===== src/hw/intc_pkg.sv =====
package intc_pkg;

  localparam int NUM_IRQ     = 5;
  localparam int NUM_EXT_IRQ = 4;
  localparam int TIMER_IRQ   = 4; // timer sits above the external lines
  localparam int XLEN        = 32;
  localparam int ADDR_W      = 5;

  typedef logic [NUM_IRQ-1:0] irq_vec_t;
  typedef logic [XLEN-1:0]    word_t;
  typedef logic [ADDR_W-1:0]  reg_addr_t;

  localparam reg_addr_t REG_MASK     = 5'h00;
  localparam reg_addr_t REG_PENDING  = 5'h04;
  localparam reg_addr_t REG_ACTIVE   = 5'h08;
  localparam reg_addr_t REG_CLEAR    = 5'h0C;
  localparam reg_addr_t REG_TMR_CMP  = 5'h10;
  localparam reg_addr_t REG_TMR_CTRL = 5'h14;

  // dispatch holds the request to the core until it takes the trap
  typedef enum logic [1:0] {
    SEQ_IDLE,
    SEQ_DISPATCH,
    SEQ_SERVICE
  } seq_state_t;

endpackage

===== src/hw/intc_bus_if.sv =====
`timescale 1ns/1ps

interface intc_bus_if;
  import intc_pkg::*;

  logic      wr_en; // one-cycle write strobe
  logic      rd_en; // one-cycle read strobe
  reg_addr_t addr;
  word_t     wdata;
  word_t     rdata; // combinational from addr while rd_en is high

  modport master (
    output wr_en,
    output rd_en,
    output addr,
    output wdata,
    input  rdata
  );

  modport slave (
    input  wr_en,
    input  rd_en,
    input  addr,
    input  wdata,
    output rdata
  );

endinterface


===== src/hw/intc_top.sv =====
`timescale 1ns/1ps

module intc_top (
  input  logic                               clk_i,
  input  logic                               rst_i,
  input  intc_pkg::reg_addr_t                s_awaddr_i,
  input  logic                               s_awvalid_i,
  output logic                               s_awready_o,
  input  intc_pkg::word_t                    s_wdata_i,
  input  logic                               s_wvalid_i,
  output logic                               s_wready_o,
  output logic [1:0]                         s_bresp_o,
  output logic                               s_bvalid_o,
  input  logic                               s_bready_i,
  input  intc_pkg::reg_addr_t                s_araddr_i,
  input  logic                               s_arvalid_i,
  output logic                               s_arready_o,
  output intc_pkg::word_t                    s_rdata_o,
  output logic [1:0]                         s_rresp_o,
  output logic                               s_rvalid_o,
  input  logic                               s_rready_i,
  input  logic [intc_pkg::NUM_EXT_IRQ-1:0]   irq_i,
  input  logic                               irq_ack_i,
  output logic                               irq_req_o,
  output intc_pkg::word_t                    vector_offset_o
);
  import intc_pkg::*;

  intc_bus_if bus ();

  irq_vec_t line_req;
  irq_vec_t mask;
  irq_vec_t pending;
  irq_vec_t lowest;
  irq_vec_t active;
  word_t    tmr_cmp;
  logic     tmr_en;
  logic     tick;
  logic     clear_req;
  logic     retire;

  assign line_req[NUM_EXT_IRQ-1:0] = irq_i;
  assign line_req[TIMER_IRQ]       = tick;

  axil_reg_slave u_axil (
    .clk_i       (clk_i),
    .rst_i       (rst_i),
    .s_awaddr_i  (s_awaddr_i),
    .s_awvalid_i (s_awvalid_i),
    .s_awready_o (s_awready_o),
    .s_wdata_i   (s_wdata_i),
    .s_wvalid_i  (s_wvalid_i),
    .s_wready_o  (s_wready_o),
    .s_bresp_o   (s_bresp_o),
    .s_bvalid_o  (s_bvalid_o),
    .s_bready_i  (s_bready_i),
    .s_araddr_i  (s_araddr_i),
    .s_arvalid_i (s_arvalid_i),
    .s_arready_o (s_arready_o),
    .s_rdata_o   (s_rdata_o),
    .s_rresp_o   (s_rresp_o),
    .s_rvalid_o  (s_rvalid_o),
    .s_rready_i  (s_rready_i),
    .bus         (bus)
  );

  intc_regs u_regs (
    .clk_i       (clk_i),
    .rst_i       (rst_i),
    .bus         (bus),
    .pending_i   (pending),
    .active_i    (active),
    .mask_o      (mask),
    .clear_req_o (clear_req),
    .tmr_cmp_o   (tmr_cmp),
    .tmr_en_o    (tmr_en)
  );

  irq_pending u_pending (
    .clk_i     (clk_i),
    .rst_i     (rst_i),
    .irq_i     (line_req),
    .mask_i    (mask),
    .retire_i  (retire),
    .active_i  (active),
    .pending_o (pending),
    .lowest_o  (lowest)
  );

  irq_sequencer u_seq (
    .clk_i           (clk_i),
    .rst_i           (rst_i),
    .lowest_i        (lowest),
    .irq_ack_i       (irq_ack_i),
    .clear_req_i     (clear_req),
    .irq_req_o       (irq_req_o),
    .retire_o        (retire),
    .active_o        (active),
    .vector_offset_o (vector_offset_o)
  );

  irq_timer u_timer (
    .clk_i  (clk_i),
    .rst_i  (rst_i),
    .en_i   (tmr_en),
    .cmp_i  (tmr_cmp),
    .tick_o (tick)
  );

endmodule


===== src/hw/irq_timer.sv =====
`timescale 1ns/1ps

module irq_timer (
  input  logic            clk_i,
  input  logic            rst_i,
  input  logic            en_i,
  input  intc_pkg::word_t cmp_i,
  output logic            tick_o
);
  import intc_pkg::*;

  word_t cnt_q;
  logic  hit;

  assign hit = (cnt_q == cmp_i);

  // period is cmp_i + 1 cycles since the match cycle restarts at zero
  always_ff @(posedge clk_i) begin
    if (rst_i) begin
      cnt_q <= '0;
    end else if (!en_i) begin
      cnt_q <= '0; // held while disabled
    end else if (hit) begin
      cnt_q <= '0;
    end else begin
      cnt_q <= cnt_q + word_t'(1);
    end
  end

  assign tick_o = en_i & hit;

endmodule


===== src/hw/irq_sequencer.sv =====
`timescale 1ns/1ps

module irq_sequencer (
  input  logic               clk_i,
  input  logic               rst_i,
  input  intc_pkg::irq_vec_t lowest_i,
  input  logic               irq_ack_i,
  input  logic               clear_req_i,
  output logic               irq_req_o,
  output logic               retire_o,
  output intc_pkg::irq_vec_t active_o,
  output intc_pkg::word_t    vector_offset_o
);
  import intc_pkg::*;

  seq_state_t state_q;
  irq_vec_t   active_q;
  word_t      offset;
  logic       retire;

  // a clear outside of service is dropped here and nowhere else
  assign retire = (state_q == SEQ_SERVICE) & clear_req_i;

  always_ff @(posedge clk_i) begin
    if (rst_i) begin
      state_q  <= SEQ_IDLE;
      active_q <= '0;
    end else begin
      case (state_q)
        SEQ_IDLE: begin
          if (|lowest_i) begin
            active_q <= lowest_i;
            state_q  <= SEQ_DISPATCH;
          end
        end
        SEQ_DISPATCH: begin
          if (irq_ack_i) begin
            state_q <= SEQ_SERVICE;
          end
        end
        SEQ_SERVICE: begin
          if (retire) begin
            active_q <= '0;
            state_q  <= SEQ_IDLE;
          end
        end
        default: begin
          state_q <= SEQ_IDLE;
        end
      endcase
    end
  end

  // one-hot to byte offset, four bytes per vector slot
  always_comb begin
    offset = '0;
    for (int i = 0; i < NUM_IRQ; i++) begin
      if (active_q[i]) begin
        offset = word_t'(i) << 2;
      end
    end
  end

  assign irq_req_o       = (state_q == SEQ_DISPATCH);
  assign retire_o        = retire;
  assign active_o        = active_q;
  assign vector_offset_o = offset;

endmodule


===== src/hw/irq_pending.sv =====
`timescale 1ns/1ps

module irq_pending (
  input  logic               clk_i,
  input  logic               rst_i,
  input  intc_pkg::irq_vec_t irq_i,
  input  intc_pkg::irq_vec_t mask_i,
  input  logic               retire_i,
  input  intc_pkg::irq_vec_t active_i,
  output intc_pkg::irq_vec_t pending_o,
  output intc_pkg::irq_vec_t lowest_o
);
  import intc_pkg::*;

  irq_vec_t pending_q;
  irq_vec_t kept;
  irq_vec_t lowest;
  logic     seen;

  // masking only gates new requests, bits already pending stay
  assign kept = retire_i ? (pending_q & ~active_i) : pending_q;

  always_ff @(posedge clk_i) begin
    if (rst_i) begin
      pending_q <= '0;
    end else begin
      pending_q <= kept | (irq_i & ~mask_i);
    end
  end

  // priority chain, line 0 is the most urgent
  always_comb begin
    seen   = 1'b0;
    lowest = '0;
    for (int i = 0; i < NUM_IRQ; i++) begin
      lowest[i] = pending_q[i] & ~seen;
      seen      = seen | pending_q[i];
    end
  end

  assign pending_o = pending_q;
  assign lowest_o  = lowest;

endmodule


===== src/hw/intc_regs.sv =====
`timescale 1ns/1ps

module intc_regs (
  input  logic               clk_i,
  input  logic               rst_i,
  intc_bus_if.slave          bus,
  input  intc_pkg::irq_vec_t pending_i,
  input  intc_pkg::irq_vec_t active_i,
  output intc_pkg::irq_vec_t mask_o,
  output logic               clear_req_o,
  output intc_pkg::word_t    tmr_cmp_o,
  output logic               tmr_en_o
);
  import intc_pkg::*;

  irq_vec_t mask_q;
  word_t    tmr_cmp_q;
  logic     tmr_en_q;
  logic     clear_req_q;

  always_ff @(posedge clk_i) begin
    if (rst_i) begin
      mask_q      <= '0;
      tmr_cmp_q   <= '0;
      tmr_en_q    <= 1'b0;
      clear_req_q <= 1'b0;
    end else begin
      clear_req_q <= 1'b0;
      if (bus.wr_en) begin
        case (bus.addr)
          REG_MASK: begin
            mask_q <= bus.wdata[NUM_IRQ-1:0];
          end
          REG_CLEAR: begin
            clear_req_q <= 1'b1; // the written value is not looked at
          end
          REG_TMR_CMP: begin
            tmr_cmp_q <= bus.wdata;
          end
          REG_TMR_CTRL: begin
            tmr_en_q <= bus.wdata[0];
          end
          default: begin
          end
        endcase
      end
    end
  end

  always_comb begin
    bus.rdata = '0;
    if (bus.rd_en) begin
      case (bus.addr)
        REG_MASK:     bus.rdata = word_t'(mask_q);
        REG_PENDING:  bus.rdata = word_t'(pending_i);
        REG_ACTIVE:   bus.rdata = word_t'(active_i);
        REG_TMR_CMP:  bus.rdata = tmr_cmp_q;
        REG_TMR_CTRL: bus.rdata = word_t'(tmr_en_q);
        default:      bus.rdata = '0; // CLEAR and unmapped offsets read zero
      endcase
    end
  end

  assign mask_o      = mask_q;
  assign clear_req_o = clear_req_q;
  assign tmr_cmp_o   = tmr_cmp_q;
  assign tmr_en_o    = tmr_en_q;

endmodule


===== src/hw/axil_reg_slave.sv =====
`timescale 1ns/1ps

module axil_reg_slave (
  input  logic               clk_i,
  input  logic               rst_i,
  input  intc_pkg::reg_addr_t s_awaddr_i,
  input  logic               s_awvalid_i,
  output logic               s_awready_o,
  input  intc_pkg::word_t    s_wdata_i,
  input  logic               s_wvalid_i,
  output logic               s_wready_o,
  output logic [1:0]         s_bresp_o,
  output logic               s_bvalid_o,
  input  logic               s_bready_i,
  input  intc_pkg::reg_addr_t s_araddr_i,
  input  logic               s_arvalid_i,
  output logic               s_arready_o,
  output intc_pkg::word_t    s_rdata_o,
  output logic [1:0]         s_rresp_o,
  output logic               s_rvalid_o,
  input  logic               s_rready_i,
  intc_bus_if.master         bus
);
  import intc_pkg::*;

  logic  aw_ready_q; // drives both AWREADY and WREADY
  logic  ar_ready_q;
  logic  bvalid_q;
  logic  rvalid_q;
  word_t rdata_q;
  logic  rd_start;
  logic  wr_start;

  // only one ready is ever high, so the request bus carries a single access
  assign rd_start = s_arvalid_i & ~ar_ready_q & ~rvalid_q & ~aw_ready_q;
  assign wr_start = s_awvalid_i & s_wvalid_i & ~aw_ready_q & ~bvalid_q
                  & ~ar_ready_q & ~rd_start; // reads win a tie

  always_ff @(posedge clk_i) begin
    if (rst_i) begin
      aw_ready_q <= 1'b0;
      ar_ready_q <= 1'b0;
      bvalid_q   <= 1'b0;
      rvalid_q   <= 1'b0;
    end else begin
      aw_ready_q <= wr_start; // ready lasts exactly one cycle
      ar_ready_q <= rd_start;

      if (bus.wr_en) begin
        bvalid_q <= 1'b1;
      end else if (s_bready_i) begin
        bvalid_q <= 1'b0;
      end

      if (bus.rd_en) begin
        rvalid_q <= 1'b1;
      end else if (s_rready_i) begin
        rvalid_q <= 1'b0;
      end
    end
  end

  // read data is held for the R channel until RREADY
  always_ff @(posedge clk_i) begin
    if (bus.rd_en) begin
      rdata_q <= bus.rdata;
    end
  end

  assign bus.wr_en = aw_ready_q & s_awvalid_i & s_wvalid_i;
  assign bus.rd_en = ar_ready_q & s_arvalid_i;
  assign bus.addr  = aw_ready_q ? s_awaddr_i : s_araddr_i;
  assign bus.wdata = s_wdata_i;

  assign s_awready_o = aw_ready_q;
  assign s_wready_o  = aw_ready_q;
  assign s_arready_o = ar_ready_q;
  assign s_bvalid_o  = bvalid_q;
  assign s_bresp_o   = 2'b00; // always OKAY
  assign s_rvalid_o  = rvalid_q;
  assign s_rdata_o   = rdata_q;
  assign s_rresp_o   = 2'b00;

endmodule


===== config.mk =====
export PLATFORM = sky130hd
export DESIGN_NAME = intc_top
export DESIGN_NICKNAME = d
export VERILOG_FILES = /design/src/hw/intc_pkg.sv /design/src/hw/intc_bus_if.sv /design/src/hw/intc_top.sv /design/src/hw/irq_timer.sv /design/src/hw/irq_sequencer.sv /design/src/hw/irq_pending.sv /design/src/hw/intc_regs.sv /design/src/hw/axil_reg_slave.sv
export SDC_FILE = /design/constraint.sdc
export NUM_CORES = 1
export LEC_CHECK = 0
export BUFFER_PORTS_ARGS = -buffer_cell sky130_fd_sc_hd__clkbuf_2
export CAP_MARGIN = 15
export CORE_UTILIZATION = 54
export CTS_CLUSTER_SIZE = 28
export DETAILED_ROUTE_END_ITERATION = 8
export PLACE_DENSITY = 0.8
export SETUP_SLACK_MARGIN = 0.02
export SKIP_CTS_REPAIR_TIMING = 1
export SKIP_LAST_GASP = 1
export SLEW_MARGIN = 20
export SYNTH_ARGS = -nofsm -noshare
export SYNTH_HDL_FRONTEND = slang
export SYNTH_SLANG_ARGS = --single-unit

===== constraint.sdc =====
create_clock -name clk_i -period 2 [get_ports clk_i]
set_input_delay 0.4 -clock clk_i [delete_from_list [all_inputs] [get_ports clk_i]]
set_output_delay 0.4 -clock clk_i [all_outputs]
set_load 0.02 [all_outputs]

==> qor.yml <==
logic_synthesis:
  synth_cell_types: 53
  synth_top_area_cell: "dfxtp_1"
  yosysWarnings: 0
  async_flop_share_pct: 0
  synthAdderAreaFrac_pct: 0.2223
  synth-seq-cells: 119
  synth_xor_area_share_pct: 9.647
  synth_most_common_cell: "dfxtp_1"
  synth_top_family_by_area: "simple AND/OR/NAND/NOR gates"
  synthCells: 576
  muxShareOfSynthArea_pct: 1.711
  synth_area_um2: 5629
  synthFlopType: "dfxtp_1"
  syn_avg_cell_area_um2: 9.773
  synth_compound_area_share_pct: 8.646
  synth-simple-area-share_pct: 24.16
  ys_seq_area_share_pct: 48.01
  synthTopCellsByCount: "dfxtp_1, nand2_1, nor2_1"
  synth-edff-count: 32
  netlist_top_cells_area: "dfxtp_1, edfxtp_1, xnor2_1"
  synth_top_cell_area_share_pct: 30.94
worst_setup_path:
  crit_path_start_kind: "flip-flop"
  end_kind: "flip-flop"
  crit_fanout: 8
  critPathArrivalTime_ns: 2.13
  crit_required_ns: 2.26
  critPathKind: "reg2reg"
  r2r-start: "u_axil.s_awready_o"
  r2r_slack_ns: 0.13
  reg2reg_to: "u_axil.s_rdata_o[3]"
  reg2regPathDepth: 7
detailed_routing:
  ant_nets: 0
  routed_wl_um: 12430
  wire_per_inst_um: 15.05
  firstDrtPassIters: 7
  detail_route.vias_per_cell: 5.258
  drt-initial-drc-count: 302
  num_vias: 4343
  drc: 0
clock_network:
  numCtsBuffers: 17
  clk-insertion-delay-late_ns: 0.52
  clockBufferDepth: 2
  tritoncts: "done"
  clkTransAtPathRegs_ns: 0.06
  htreeDepth: 4
  cts_sinks: 119
  cts_root_buf: "clkbuf_8"
min_path:
  min_to: "u_regs.tmr_cmp_o[24]"
  hp-class: "in2reg"
  holdPathStages: 3
  min-delay-start: "s_wdata_i[24]"
timing:
  slew_headroom_pct: 63.81
  fin_ws_ns: 0.1319
  fmax_ghz: 0.5353
  hold_violations: 0
  finalClockSkew_ns: 0.005432
  min_period_ns: 1.868
  setup_viol: 0
  rsz0062_at_grt: "no"
  tightestPinTransition_ns: 0.5405
  post-route-period-util_pct: 93.41
  slew_viol_final: 0
floorplan:
  die_area_um2: 10840
  die_x_um: 104.1
  coreArea_um2: 9955
  num_rows: 36
  ios: 128
  chipHeight_um: 104.1
  start_util_pct: 56.55
power:
  vdd_drop_max_mv: 0.5750
  p_per_area_nw_per_um2: 888.5
  static-leakage-power_nw: 2.578
global_routing:
  grt_pass1_vias: 4191
  grt_max_degree: 34
  groute.usage.overall_pct: 23.98
  grt-ovfl-total: 0
  grt_pass1_wl_um: 20370
  antenna_found_initial: 0
finish:
  stdcell_count: 826
  layout.nets: 735
  drive_above_1_share_pct: 31.17
  diodes: 0
  fillers: 708
  area_growth_pct: 21.09
placement:
  place_ws_ns: 0.03604
  io_buffer_count: 94
  hpwl_um: 8626
  dp_cells: 793
  globalplace.congestion: 0.8332
flow_run:
  maxCapViolations: 0
run_status:
  status: "finished, final reports clean"
[final cells by class]
cell class | count | area [um^2] | share of cell area, %
clock buffer | 17 | 414.1 | 6.076
clock inverter | 15 | 214.0 | 3.139
inverter | 9 | 33.78 | 0.4956
multi-input combinational | 422 | 2646 | 38.82
sequential | 119 | 2706 | 39.70
tap | 133 | 166.4 | 2.441
timing repair buffer | 111 | 635.6 | 9.325
[critical path, stage by stage (launching register included)]
cell,delay [ns]
dfxtp_4,0.40
buf_12,0.13
nor3_4,0.05
o211ai_1,0.46
nor2b_2,0.12
buf_4,0.18
a22oi_1,0.20
nand2_1,0.08
[placed cells by master (no fill, tap or decap), types with 3 or more instances in the layout]
cell type and instances:
and3_1 7, and2_1 28, nor3_1 5, nand2_1 60, a21oi_2 24, dfxtp_1 86
buf_12 3, xnor2_1 40, inv_6 8, inv_1 9, nor2_1 58, nor3_4 4
a22oi_1 9, nand3_1 9, bufinv_16 4, nand2_2 30, mux2i_1 7, buf_4 14
a21oi_1 17, xor2_1 22, edfxtp_1 32, nand4_1 21, conb_1 33, nor2b_1 8
and4_1 3, clkbuf_16 16, clkbuf_2 94, nor4_1 3
[flip-flops by register name (all words and copies together) (netlist names), 2 cells and up]
| signal | flops |
|---|---|
| u_seq.state_q | 2 |
| u_axil.s_rdata_o | 32 |
| u_pending.pending_o | 5 |
| u_regs.tmr_cmp_o | 32 |
| u_regs.mask_o | 5 |
| u_seq.active_o | 5 |
| u_timer.cnt_q | 32 |
[report_power, final]
group,switching (W),leakage [nW],internal [W]
combinational,0.000208,1.30,0.000100
clock,0.00116,0.302,0.00206
sequential,0.0000285,0.977,0.00250
[per-stage QoR]
step           hold WS (ns)   TNS, ns  total power (W)  util (%)  area (um^2)
6_report             0.1025         0         0.006057     68.48         6817
5_1_grt             0.09559         0         0.006229     68.48         6817
4_1_cts             0.09431  -0.03979         0.006072     68.19         6788
3_5_place_dp         0.4596         0         0.002888     61.88         6160
3_3_place_gp         0.4526         0         0.002879     61.88         6160
2_1_floorplan        0.4572         0         0.002817         -         5749
[metal layers]
metal  share of wire [%]  vias to the layer above  track usage [%]
met5                   0                        -                0
met2                  47                      157            39.05
li1                    -                     2096                -
met1                  46                     2071            31.01
met4                 1.5                        0            7.959
met3                 5.6                       19            6.203
[cell families after synthesis]
kind of cell / after synthesis
mux: 9
xor+xnor: 62
simple gates: 252
flops: 119
other cells: 1
fa+ha+maj: 1
buf+inv: 67
compound gates: 65
[worst max-delay path by stage]
stage                                   from  depth (start not counted)                  end  slack, ns
after floorplan           u_axil.s_awready_o                          7  u_regs.tmr_cmp_o[0]       0.09
after global placement    u_axil.s_awready_o                          6  u_axil.s_rdata_o[0]       0.13
after detailed placement  u_axil.s_awready_o                          6     u_regs.mask_o[4]       0.04
after CTS                 u_axil.s_awready_o                          6  u_axil.s_rdata_o[0]      -0.04
after global routing        u_timer.cnt_q[1]                          6    u_timer.cnt_q[23]       0.04
final                     u_axil.s_awready_o                          7  u_axil.s_rdata_o[3]       0.13
(Power assumes the default switching activity.)
